[src/rtl/sm_pkg.sv]
`default_nettype none

package sm_pkg;

  localparam int data_width    = 16;
  localparam int reg_idx_width = 3;
  localparam int imm_width     = 8;  // imm8 field, sign-extended to a word

  typedef logic [data_width-1:0]    word_t;
  typedef logic [reg_idx_width-1:0] reg_idx_t;

  typedef enum logic [2:0] {
    op_alu  = 3'b101,
    op_move = 3'b110
  } opcode_e;

  // same order as the op field of alu instructions
  typedef enum logic [1:0] {
    alu_add = 2'b00,
    alu_sub = 2'b01,
    alu_and = 2'b10,
    alu_not = 2'b11
  } alu_op_e;

  typedef enum logic [1:0] {
    sh_none = 2'b00,
    sh_lsl  = 2'b01,
    sh_lsr  = 2'b10,
    sh_asr  = 2'b11
  } shift_e;

  typedef enum logic [1:0] {
    sel_rm = 2'b00,
    sel_rd = 2'b01,
    sel_rn = 2'b10
  } reg_sel_e;

  typedef enum logic {
    wb_result = 1'b0,
    wb_imm    = 1'b1
  } wb_sel_e;

  typedef enum logic [3:0] {
    st_idle,
    st_write_imm,
    st_load_b,
    st_load_a,
    st_exec,
    st_compare,
    st_write_rd
  } state_e;

endpackage

`default_nettype wire

[src/rtl/sm_regfile.sv]
`timescale 1ns/1ps
`default_nettype none

module sm_regfile (
  input  logic             clk,
  input  logic             w_en,
  input  sm_pkg::reg_idx_t w_idx,
  input  sm_pkg::word_t    w_data,
  input  sm_pkg::reg_idx_t r_idx,
  output sm_pkg::word_t    r_data
);

  localparam int num_regs = 2 ** sm_pkg::reg_idx_width;

  sm_pkg::word_t regs [num_regs];

  always_ff @(posedge clk) begin
    if (w_en) begin
      regs[w_idx] <= w_data;
    end
  end

  assign r_data = regs[r_idx];  // async read

endmodule

`default_nettype wire

[src/rtl/sm_alu.sv]
`timescale 1ns/1ps
`default_nettype none

module sm_alu (
  input  sm_pkg::word_t   a,
  input  sm_pkg::word_t   b,
  input  sm_pkg::alu_op_e alu_op,
  output sm_pkg::word_t   y,
  output logic            z,
  output logic            n,
  output logic            v
);

  localparam int msb = sm_pkg::data_width - 1;

  logic          sub;
  sm_pkg::word_t b_inv;
  sm_pkg::word_t sum;

  assign sub   = (alu_op == sm_pkg::alu_sub);
  assign b_inv = sub ? ~b : b;
  assign sum   = a + b_inv + sm_pkg::word_t'(sub);  // two's complement subtract

  always_comb begin
    case (alu_op)
      sm_pkg::alu_and: y = a & b;
      sm_pkg::alu_not: y = ~b;
      default:         y = sum;
    endcase
  end

  assign z = (y == '0);
  assign n = y[msb];

  // operands of equal sign giving a result of the other sign
  assign v = (alu_op == sm_pkg::alu_add || sub) &&
             (a[msb] == b_inv[msb]) && (sum[msb] != a[msb]);

endmodule

`default_nettype wire

[src/rtl/sm_decoder.sv]
`timescale 1ns/1ps
`default_nettype none

module sm_decoder (
  input  sm_pkg::word_t    ir,
  input  sm_pkg::reg_sel_e reg_sel,
  output sm_pkg::opcode_e  opcode,
  output logic [1:0]       op,
  output sm_pkg::shift_e   shift,
  output sm_pkg::reg_idx_t reg_idx,
  output sm_pkg::word_t    imm
);

  localparam int ext_width = sm_pkg::data_width - sm_pkg::imm_width;

  sm_pkg::reg_idx_t rm;
  sm_pkg::reg_idx_t rd;
  sm_pkg::reg_idx_t rn;

  assign opcode = sm_pkg::opcode_e'(ir[15:13]);
  assign op     = ir[12:11];
  assign shift  = sm_pkg::shift_e'(ir[4:3]);

  assign rn = ir[10:8];
  assign rd = ir[7:5];
  assign rm = ir[2:0];

  // replicate bit 7 into the upper byte
  assign imm = {{ext_width{ir[sm_pkg::imm_width-1]}}, ir[sm_pkg::imm_width-1:0]};

  // one index serves both the read and the write port
  always_comb begin
    case (reg_sel)
      sm_pkg::sel_rd: reg_idx = rd;
      sm_pkg::sel_rn: reg_idx = rn;
      default:        reg_idx = rm;
    endcase
  end

endmodule

`default_nettype wire

[src/rtl/sm_sequencer.sv]
`timescale 1ns/1ps
`default_nettype none

module sm_sequencer (
  input  logic             clk,
  input  logic             rst_n,
  input  logic             instr_valid,
  output logic             instr_ready,
  input  sm_pkg::word_t    instr,
  input  sm_pkg::opcode_e  opcode,
  input  logic [1:0]       op,
  output sm_pkg::word_t    ir,
  output sm_pkg::reg_sel_e reg_sel,
  output logic             w_en,
  output logic             en_a,
  output logic             en_b,
  output logic             en_c,
  output logic             en_status,
  output logic             zero_a,
  output sm_pkg::alu_op_e  alu_op,
  output sm_pkg::wb_sel_e  wb_sel,
  output logic             done
);

  sm_pkg::state_e state;
  sm_pkg::state_e state_nxt;
  sm_pkg::word_t  ir_q;

  assign instr_ready = (state == sm_pkg::st_idle);

  // decoder looks at the incoming word while idle
  assign ir = instr_ready ? instr : ir_q;

  always_ff @(posedge clk) begin
    if (instr_valid && instr_ready) begin
      ir_q <= instr;
    end
  end

  always_ff @(posedge clk or negedge rst_n) begin
    if (!rst_n) begin
      state <= sm_pkg::st_idle;
      done  <= 1'b0;
    end else begin
      state <= state_nxt;
      done  <= (state != sm_pkg::st_idle) && (state_nxt == sm_pkg::st_idle);
    end
  end

  always_comb begin
    state_nxt = sm_pkg::st_idle;
    case (state)
      sm_pkg::st_idle: begin
        if (instr_valid) begin
          if (opcode == sm_pkg::op_move && op == 2'b10) begin
            state_nxt = sm_pkg::st_write_imm;  // mov immediate
          end else if (opcode == sm_pkg::op_move && op == 2'b00) begin
            state_nxt = sm_pkg::st_load_b;
          end else if (opcode == sm_pkg::op_alu) begin
            state_nxt = sm_pkg::st_load_b;
          end
        end
      end
      sm_pkg::st_load_b: begin
        // mov and mvn need no rn
        if (opcode == sm_pkg::op_move || op == 2'b11) begin
          state_nxt = sm_pkg::st_exec;
        end else begin
          state_nxt = sm_pkg::st_load_a;
        end
      end
      sm_pkg::st_load_a: begin
        state_nxt = (op == 2'b01) ? sm_pkg::st_compare : sm_pkg::st_exec;
      end
      sm_pkg::st_exec: state_nxt = sm_pkg::st_write_rd;
      default:         state_nxt = sm_pkg::st_idle;  // last state of every chain
    endcase
  end

  always_comb begin
    reg_sel   = sm_pkg::sel_rm;
    w_en      = 1'b0;
    en_a      = 1'b0;
    en_b      = 1'b0;
    en_c      = 1'b0;
    en_status = 1'b0;
    zero_a    = 1'b0;
    alu_op    = sm_pkg::alu_add;
    wb_sel    = sm_pkg::wb_result;
    case (state)
      sm_pkg::st_write_imm: begin
        reg_sel = sm_pkg::sel_rn;
        wb_sel  = sm_pkg::wb_imm;
        w_en    = 1'b1;
      end
      sm_pkg::st_load_b: en_b = 1'b1;
      sm_pkg::st_load_a: begin
        reg_sel = sm_pkg::sel_rn;
        en_a    = 1'b1;
      end
      sm_pkg::st_exec: begin
        en_c = 1'b1;
        if (opcode == sm_pkg::op_move) begin
          zero_a = 1'b1;  // 0 + shifted rm
        end else begin
          case (op)
            2'b10:   alu_op = sm_pkg::alu_and;
            2'b11:   alu_op = sm_pkg::alu_not;
            default: alu_op = sm_pkg::alu_add;
          endcase
        end
      end
      sm_pkg::st_compare: begin
        alu_op    = sm_pkg::alu_sub;
        en_status = 1'b1;
      end
      sm_pkg::st_write_rd: begin
        reg_sel = sm_pkg::sel_rd;
        w_en    = 1'b1;
      end
      default: ;
    endcase
  end

endmodule

`default_nettype wire

[src/rtl/sm_datapath.sv]
`timescale 1ns/1ps
`default_nettype none

module sm_datapath (
  input  logic             clk,
  input  logic             rst_n,
  input  sm_pkg::reg_idx_t reg_idx,
  input  sm_pkg::word_t    imm,
  input  sm_pkg::shift_e   shift,
  input  logic             w_en,
  input  logic             en_a,
  input  logic             en_b,
  input  logic             en_c,
  input  logic             en_status,
  input  logic             zero_a,
  input  sm_pkg::alu_op_e  alu_op,
  input  sm_pkg::wb_sel_e  wb_sel,
  output sm_pkg::word_t    result,
  output logic             z,
  output logic             n,
  output logic             v
);

  localparam int msb = sm_pkg::data_width - 1;

  sm_pkg::word_t r_data;
  sm_pkg::word_t w_data;
  sm_pkg::word_t reg_a;
  sm_pkg::word_t reg_b;
  sm_pkg::word_t val_a;
  sm_pkg::word_t val_b;
  sm_pkg::word_t alu_y;
  logic          alu_z;
  logic          alu_n;
  logic          alu_v;

  sm_regfile i_sm_regfile (
    .clk    (clk),
    .w_en   (w_en),
    .w_idx  (reg_idx),
    .w_data (w_data),
    .r_idx  (reg_idx),
    .r_data (r_data)
  );

  always_ff @(posedge clk) begin
    if (en_a) reg_a <= r_data;
    if (en_b) reg_b <= r_data;
  end

  always_comb begin
    case (shift)
      sm_pkg::sh_lsl: val_b = {reg_b[msb-1:0], 1'b0};
      sm_pkg::sh_lsr: val_b = {1'b0, reg_b[msb:1]};
      sm_pkg::sh_asr: val_b = {reg_b[msb], reg_b[msb:1]};  // keep sign
      default:        val_b = reg_b;
    endcase
  end

  assign val_a = zero_a ? '0 : reg_a;

  sm_alu i_sm_alu (
    .a      (val_a),
    .b      (val_b),
    .alu_op (alu_op),
    .y      (alu_y),
    .z      (alu_z),
    .n      (alu_n),
    .v      (alu_v)
  );

  always_ff @(posedge clk or negedge rst_n) begin
    if (!rst_n) begin
      result <= '0;
      {z, n, v} <= 3'b000;
    end else begin
      if (en_c) result <= alu_y;
      if (en_status) {z, n, v} <= {alu_z, alu_n, alu_v};
    end
  end

  assign w_data = (wb_sel == sm_pkg::wb_imm) ? imm : result;  // writeback mux

endmodule

`default_nettype wire

[src/rtl/sm_cpu.sv]
`timescale 1ns/1ps
`default_nettype none

module sm_cpu (
  input  logic          clk,
  input  logic          rst_n,
  input  logic          instr_valid,
  output logic          instr_ready,
  input  sm_pkg::word_t instr,
  output sm_pkg::word_t result,
  output logic          z,
  output logic          n,
  output logic          v,
  output logic          done
);

  sm_pkg::word_t    ir;
  sm_pkg::reg_sel_e reg_sel;
  sm_pkg::opcode_e  opcode;
  logic [1:0]       op;
  sm_pkg::shift_e   shift;
  sm_pkg::reg_idx_t reg_idx;
  sm_pkg::word_t    imm;
  logic             w_en;
  logic             en_a;
  logic             en_b;
  logic             en_c;
  logic             en_status;
  logic             zero_a;
  sm_pkg::alu_op_e  alu_op;
  sm_pkg::wb_sel_e  wb_sel;

  sm_sequencer i_sm_sequencer (
    .clk         (clk),
    .rst_n       (rst_n),
    .instr_valid (instr_valid),
    .instr_ready (instr_ready),
    .instr       (instr),
    .opcode      (opcode),
    .op          (op),
    .ir          (ir),
    .reg_sel     (reg_sel),
    .w_en        (w_en),
    .en_a        (en_a),
    .en_b        (en_b),
    .en_c        (en_c),
    .en_status   (en_status),
    .zero_a      (zero_a),
    .alu_op      (alu_op),
    .wb_sel      (wb_sel),
    .done        (done)
  );

  sm_decoder i_sm_decoder (
    .ir      (ir),
    .reg_sel (reg_sel),
    .opcode  (opcode),
    .op      (op),
    .shift   (shift),
    .reg_idx (reg_idx),
    .imm     (imm)
  );

  sm_datapath i_sm_datapath (
    .clk       (clk),
    .rst_n     (rst_n),
    .reg_idx   (reg_idx),
    .imm       (imm),
    .shift     (shift),
    .w_en      (w_en),
    .en_a      (en_a),
    .en_b      (en_b),
    .en_c      (en_c),
    .en_status (en_status),
    .zero_a    (zero_a),
    .alu_op    (alu_op),
    .wb_sel    (wb_sel),
    .result    (result),
    .z         (z),
    .n         (n),
    .v         (v)
  );

endmodule

`default_nettype wire

[config.mk]
export PLATFORM = sky130hd
export DESIGN_NAME = sm_cpu
export DESIGN_NICKNAME = d
export VERILOG_FILES = /design/src/rtl/sm_pkg.sv /design/src/rtl/sm_regfile.sv /design/src/rtl/sm_alu.sv /design/src/rtl/sm_decoder.sv /design/src/rtl/sm_sequencer.sv /design/src/rtl/sm_datapath.sv /design/src/rtl/sm_cpu.sv
export SDC_FILE = /design/constraint.sdc
export NUM_CORES = 1
export LEC_CHECK = 0
export ABC_AREA = 0
export BUFFER_PORTS_ARGS = -buffer_cell sky130_fd_sc_hd__buf_4
export CORE_MARGIN = 2
export CORE_UTILIZATION = 27
export DETAILED_ROUTE_END_ITERATION = 12
export PLACE_DENSITY_LB_ADDON = 0.12
export SYNTH_ARGS = -nofsm -noshare
export SYNTH_HDL_FRONTEND = slang
export SYNTH_SLANG_ARGS = --single-unit
[constraint.sdc]
create_clock -name clk -period 4.65 [get_ports clk]
set_clock_uncertainty 0.1 [all_clocks]
set_input_delay 0.93 -clock clk [delete_from_list [all_inputs] [get_ports clk]]
set_output_delay 0.93 -clock clk [all_outputs]
set_load 0.02 [all_outputs]
### Word level (Yosys, flattened, before mapping)

Memory sizes are Yosys's and may differ from the RTL's.
Cells that the tools add are included.

| word-level totals | value |
|---|---|
| register bits after elaboration | 72 |
| memory bits (writable) | 128 |
| input port bits | 19 |
| output and inout bits | 21 |
| word-level logic and storage cells | 79 |
| memories kept | 1 |

Memory list:

| memory | depth | width | rd ports | clocked after memory_dff | write ports | RTL line | source |
|---|---|---|---|---|---|---|---|
| i_sm_datapath.i_sm_regfile.regs | 8 | 16 | 1 | 0 | 1 | sm_regfile.sv:15 | `sm_pkg::word_t regs [num_regs];` |

| operators by class | value |
|---|---|
| add/subtract/negate cells | 2 |
| eq/ne operators | 21 |
| mux-type cells | 28 |
| bitwise operators | 2 |
| reduce and logical (&&, ||, !) cells | 16 |

Operator list:

| kind | number |
|---|---|
| 16-bit two-way mux | 4 |
| 16-bit one-hot mux with 3 select lines | 1 |
| 16-bit one-hot mux with 2 select lines | 1 |
| 16-bit by 1-bit adder with 16-bit output | 1 |
| 16-bit adder | 1 |
| 16-bit AND | 1 |
| 16-bit zero test | 1 |
| 16-bit NOT | 1 |
| 4-bit one-hot mux with 4 select lines | 1 |
| 2-bit equality test, second input constant | 7 |
| 4-bit by 3-bit equality test with 1-bit output, second input constant | 3 |
| 4-bit two-way mux | 3 |
| 2-bit one-hot mux with 2 select lines | 3 |
| 1-bit two-way mux | 11 |
| 2-bit by 1-bit equality test with 1-bit output, second input constant | 4 |
| 4-bit by 2-bit equality test with 1-bit output, second input constant | 2 |
| 4-bit zero test | 2 |
| 3-bit equality test, second input constant | 2 |
| 1-bit logical AND | 6 |
| 3-bit one-hot mux with 2 select lines | 1 |
| 4-bit by 1-bit equality test with 1-bit output, second input constant | 1 |
| 2-bit zero test | 2 |
| 2-bit two-way mux | 2 |
| 4-bit nonzero test | 1 |
| 5 further kinds | 7 |

### Longest topological paths before layout

| logic depth | value |
|---|---|
| depth after elaboration | 12 |
| mapped depth | 19 |
| depth with buffers taken out | 16 |

### By module

Synthesis repeated with hierarchy kept, for this count alone.

| second synthesis, totals | value |
|---|---|
| cells, all modules | 678 |
| area, all modules | 10217.3 sq um |

By module, submodules not included:

| module | instances | cells an instance | area each (sq um) | sequential area each (sq um) |
|---|---|---|---|---|
| sm_regfile | 1 | 198 | 4973.5 | 3843.7 |
| sm_datapath | 1 | 158 | 2427.3 | 1436.4 |
| sm_alu | 1 | 210 | 1530.2 | 0.0 |
| sm_sequencer | 1 | 76 | 1032.2 | 580.6 |
| sm_decoder | 1 | 36 | 254.0 | 0.0 |

### Worst setup path after synthesis

Ideal clock, no wire load.

| timing path | value |
|---|---|
| path type | input to register |
| start point | in instr[4] |
| end point | reg i_sm_datapath.z |
| setup time | 0.122 ns |
| arrival time | 4.310 ns |
| data required time | 4.428 ns |
| path slack | 0.119 ns |
| cell stages on the path | 18 |
| path buffers | 2 |
| path through | or4b_4 nand2_1 buf_2 buf_2 nand2_1 o21ai_0 xnor2_1 ha_1 and4_1 o211ai_1 a21oi_2 a31oi_4 a221o_1 o31ai_2 nor4_1 and4_1 and4b_1 a32o_1 |

| on the way | value |
|---|---|
| word-level cells in the longest chain between the ends | 9 |
| elaborated cells on any way between the ends | 12 |
| those cells by class | 2 x add/sub; 3 x eq/ne; 4 x mux; 2 x bitwise; 1 x reduce/logical |

Ends and longest elaborated chain:

| element | RTL line | source |
|---|---|---|
| start, declared | sm_cpu.sv:9 | `input sm_pkg::word_t instr,` |
| 16-bit two-way mux * | sm_sequencer.sv:32 | `assign ir = instr_ready ? instr : ir_q;` |
| 2-bit equality test or 2-bit by 1-bit equality test with 1-bit output (tied branches) | sm_datapath.sv:52 | `case (shift)` |
| 16-bit one-hot mux with 3 select lines * | sm_datapath.sv:52 |  |
| 16-bit NOT | sm_alu.sv:21, sm_alu.sv:27 |  |
| 16-bit two-way mux | sm_alu.sv:21 | `assign b_inv = sub ? ~b : b;` |
| 16-bit adder | sm_alu.sv:22 | `assign sum = a + b_inv + sm_pkg::word_t'(sub);` |
| 16-bit by 1-bit adder with 16-bit output | sm_alu.sv:22 |  |
| 16-bit one-hot mux with 2 select lines * | sm_alu.sv:25 | `case (alu_op)` |
| 16-bit zero test * | sm_alu.sv:32 | `assign z = (y == '0);` |
| end signal, assigned | sm_datapath.sv:78 | `if (en_status) {z, n, v} <= {alu_z, alu_n, alu_v};` |
| end, declared | sm_datapath.sv:19 | `output logic z,` |

Every way passes the cells marked *; elsewhere a longest branch is shown, timed or not.
A chain may end at the register's enable or synchronous reset.

### Worst setup path after layout

| timing path | value |
|---|---|
| start point | reg i_sm_sequencer.state[1] |
| end point | reg i_sm_datapath.z |

| on the way | value |
|---|---|
| word-level cells in the longest chain between the ends | 12 |
| elaborated cells on any way between the ends | 28 |
| those cells by class | 2 x add/sub; 11 x eq/ne; 11 x mux; 2 x bitwise; 2 x reduce/logical |

Ends and longest elaborated chain:

| element | RTL line | source |
|---|---|---|
| start, declared | sm_sequencer.sv:25 | `sm_pkg::state_e state;` |
| start signal, assigned | sm_sequencer.sv:42 | `state <= sm_pkg::st_idle;` |
| start signal, assigned | sm_sequencer.sv:45 | `state <= state_nxt;` |
| 4-bit zero test | sm_sequencer.sv:29 | `assign instr_ready = (state == sm_pkg::st_idle);` |
| 16-bit two-way mux | sm_sequencer.sv:32 |  |
| 2-bit equality test | sm_sequencer.sv:106 | `case (op)` |
| 2-bit one-hot mux with 2 select lines | sm_sequencer.sv:106 |  |
| 2-bit two-way mux | sm_sequencer.sv:103 | `if (opcode == sm_pkg::op_move) begin` |
| 2-bit one-hot mux with 2 select lines | sm_sequencer.sv:90 | `case (state)` |
| 2-bit by 1-bit equality test with 1-bit output | sm_alu.sv:20 | `assign sub = (alu_op == sm_pkg::alu_sub);` |
| 16-bit two-way mux | sm_alu.sv:21 |  |
| 16-bit adder | sm_alu.sv:22 |  |
| 16-bit by 1-bit adder with 16-bit output | sm_alu.sv:22 |  |
| 16-bit one-hot mux with 2 select lines | sm_alu.sv:25 |  |
| 16-bit zero test | sm_alu.sv:32 |  |

Several ways; a longest one is shown, not always the timed one.

==> impl_results.md <==
- Unrepaired setup endpoints after global routing: false
- Maximum clock path buffer count: 2
- Critical Path RT: 4.89 ns
- Worst-margin pin slew: 1.04 ns
- Diodes inserted: 0
- Number of synthesized flops with an enable pin: 176
- Register bit total from synthesis: 199
- CTS resizes: 0
- Die area: 0.0381 mm^2
- Worst slew margin: 0.296
- Root Buffer: clkbuf_16
- Fmax: 227 MHz
- Largest net degree at the start of global routing: 63
- Gr ovfl total: 0
- Ys Warns: 0
- Final Hold Slack: 0.298 ns
- Initial antenna violation count: 0
- Final Cell Area: 0.0121 mm^2
- Status: complete, no violations
- DRT iter0 DRCs: 504
- First-pass GRT wire length: 44600 um
- Post-CTS setup buffer count: 0
- Most frequent cells in the layout: nand2_1, edfxtp_1, buf_4
- Pre-Repair DR Iteration Count: 5
- FFs w/ async S/R, synth: 0.116
- R2R setup slack: 0.25 ns
- DIE HEIGHT: 195 um
- Critical Path AT: 4.64 ns
- Net Count, Synth: 931
- Vias/cell: 4.79
- Drc violations: 0
- Vias in the first global route: 7093
- Critical path launch point type: flip-flop
- Avg WL per Cell: 19.7 um
- Gate Count Post-Synth: 894
- Final setup fails: 0
- Core footprint: 0.0363 mm^2
- Post-route clock period utilization: 0.946
- DRT Wirelength: 29200 um
- Number of hold violations in the final report: 0
- Number of port buffers: 39
- Worst-path clk slew: 0.08 ns
- Final worst path period need: 4.40 ns
- GPL Wtd Cong: 0.791
- Synthesized area: 0.00987 mm^2
- Netlist cell types: 68
- Die Wd: 195 um
- Hold Crit Class: input pin to async pin
- CTS tree: built
- Clock latency on the worst-skew pair: 0.45 ns
- Area growth, synth to finish: 22.4%
- Layout cells sized above 1: 0.213
- Starting Density: 0.272
- # IOs: 40
- Critical path class: flip-flop to flip-flop
- Via count: 7116
- Post-DP Area: 0.0114 mm^2
- Row count: 70
- ANT nets after route: 0
- Max-slew violations: 0
- Post-DP HPWL: 20600 um
- Top FF cell, synth: edfxtp_1
- Post-synthesis sequential area ratio: 0.594
- CTS buffer count: 17
- Total track usage: 0.158
- Max-Cap Viols: 0
- H-tree Lvls: 4
- Post-CTS Hold Fix Bufs: 0
- Most common cell after layout, fill and taps aside: nand2_1
- CP Max Fanout: 7
- CP Capture Type: flip-flop
- Clk sinks: 199
- Syn Area/Cell: 11.0 um^2
- Layout Nets: 1042
sequential cells by signal, indices dropped and copies added, names as in the netlist:
name and flops:
i_sm_datapath.i_sm_regfile.regs 128, i_sm_datapath.result 16, i_sm_sequencer.done 1, i_sm_datapath.reg_a 16, i_sm_datapath.reg_b 16, i_sm_datapath.z 1, i_sm_sequencer.state 3, i_sm_datapath.n 1
i_sm_datapath.v 1, i_sm_sequencer.ir_q 16
metal layers:
layer  wire [um]  GRT usage  part of all wire
met5           0          0                 0
met4         613     0.0523             0.021
met3         707     0.0221             0.024
met2       14400      0.270              0.49
met1       13500      0.205              0.46
cell type report:
class,instances,area (um^2)
Clock inverter,15,203
Inverter,6,22.5
Clock buffer,17,425
Multi-Input combinational cell,640,3830
Fill cell,3690,24200
Tap cell,468,586
Sequential cell,199,5860
Timing Repair Buffer,141,1150
through the flow:
step,TNS (ns),utilization,setup WS [ns],std cells
detailed placement,-0.397,0.315,-0.348,1454
finish,0,0.333,0.251,1486
floorplan,0,-,0.119,894
CTS,0,0.333,0.0517,1486
global route,0,0.333,0.00219,1486
global placement,-0.320,0.315,-0.307,1454
critical path, cell delays in order (launching register included):
cell and delay, ns:
dfrtp_1 0.46, o31a_1 0.39, nor2_2 0.20, buf_12 0.16
buf_4 0.17, mux2i_1 0.18, o21ai_0 0.09, buf_4 0.15
xnor2_1 0.12, ha_1 0.20, or2_2 0.30, nor3_1 0.20
a31oi_1 0.16, a221o_1 0.39, o31ai_2 0.27, nor4_1 0.10
and4_1 0.21, and4b_1 0.19, a32o_1 0.24
final timing paths:
check                                                  start                                    to  depth (start not counted)
max                        i_sm_sequencer.state[1]$_DFF_PN0_           i_sm_datapath.z$_DFFE_PN0N_                         18
min                                                    rst_n           i_sm_datapath.v$_DFFE_PN0N_                          1
max reg2reg                i_sm_sequencer.state[1]$_DFF_PN0_           i_sm_datapath.z$_DFFE_PN0N_                         18
min reg2reg                      i_sm_datapath.v$_DFFE_PN0N_           i_sm_datapath.v$_DFFE_PN0N_                          2
max in group asynchronous                              rst_n  i_sm_datapath.result[13]$_DFFE_PN0P_                          1
min in group clk                 i_sm_datapath.v$_DFFE_PN0N_           i_sm_datapath.v$_DFFE_PN0N_                          2
cell usage after synthesis, types with 2 or more instances:
| master | count | area (um^2) |
|---|---|---|
| a221o_1 | 3 | 30.0 |
| xor2_1 | 5 | 43.8 |
| and3_1 | 6 | 37.5 |
| nand3b_1 | 5 | 37.5 |
| buf_2 | 8 | 40.0 |
| and2_1 | 19 | 119 |
| o21ai_0 | 69 | 345 |
| a211oi_1 | 5 | 37.5 |
| or3_1 | 3 | 18.8 |
| nor3b_1 | 5 | 37.5 |
| buf_4 | 3 | 22.5 |
| xnor2_1 | 23 | 201 |
| o31ai_1 | 5 | 37.5 |
| nand2_1 | 231 | 867 |
| nor4_1 | 4 | 25.0 |
| mux2_2 | 12 | 135 |
| a21oi_1 | 21 | 105 |
| nor2_1 | 24 | 90.1 |
| o21a_1 | 2 | 15.0 |
| buf_1 | 5 | 18.8 |
| dfrtp_1 | 23 | 576 |
| nand2b_1 | 6 | 37.5 |
| a21o_1 | 18 | 135 |
| nand4_1 | 3 | 18.8 |
| o211ai_1 | 18 | 135 |
| a21oi_2 | 2 | 17.5 |
| o22ai_1 | 4 | 25.0 |
| a31oi_1 | 6 | 37.5 |
| nand3_1 | 43 | 215 |
| o21ai_1 | 2 | 10.0 |
| ha_1 | 17 | 213 |
| inv_1 | 6 | 22.5 |
| a221oi_1 | 3 | 26.3 |
| edfxtp_1 | 176 | 5290 |
| and4_1 | 5 | 43.8 |
| nor2b_1 | 6 | 37.5 |
| clkbuf_1 | 32 | 120 |
| nor3_1 | 9 | 45.0 |
| mux2i_1 | 26 | 260 |
| or2_2 | 3 | 18.8 |
logic make-up (layout without fill, tap and decap cells):
kind of cell / Yosys count / count (layout) / synth area share
simple gates: 382 / 382 / 0.179
flops: 199 / 199 / 0.594
compound gates: 173 / 173 / 0.114
buf+inv: 55 / 179 / 0.0238
mux: 39 / 39 / 0.0412
xor+xnor: 28 / 28 / 0.0249
fa+ha+maj: 18 / 18 / 0.0236
Power is not shown: default switching activity piles up to over one toggle a cycle in this logic, so the estimate is an artifact.
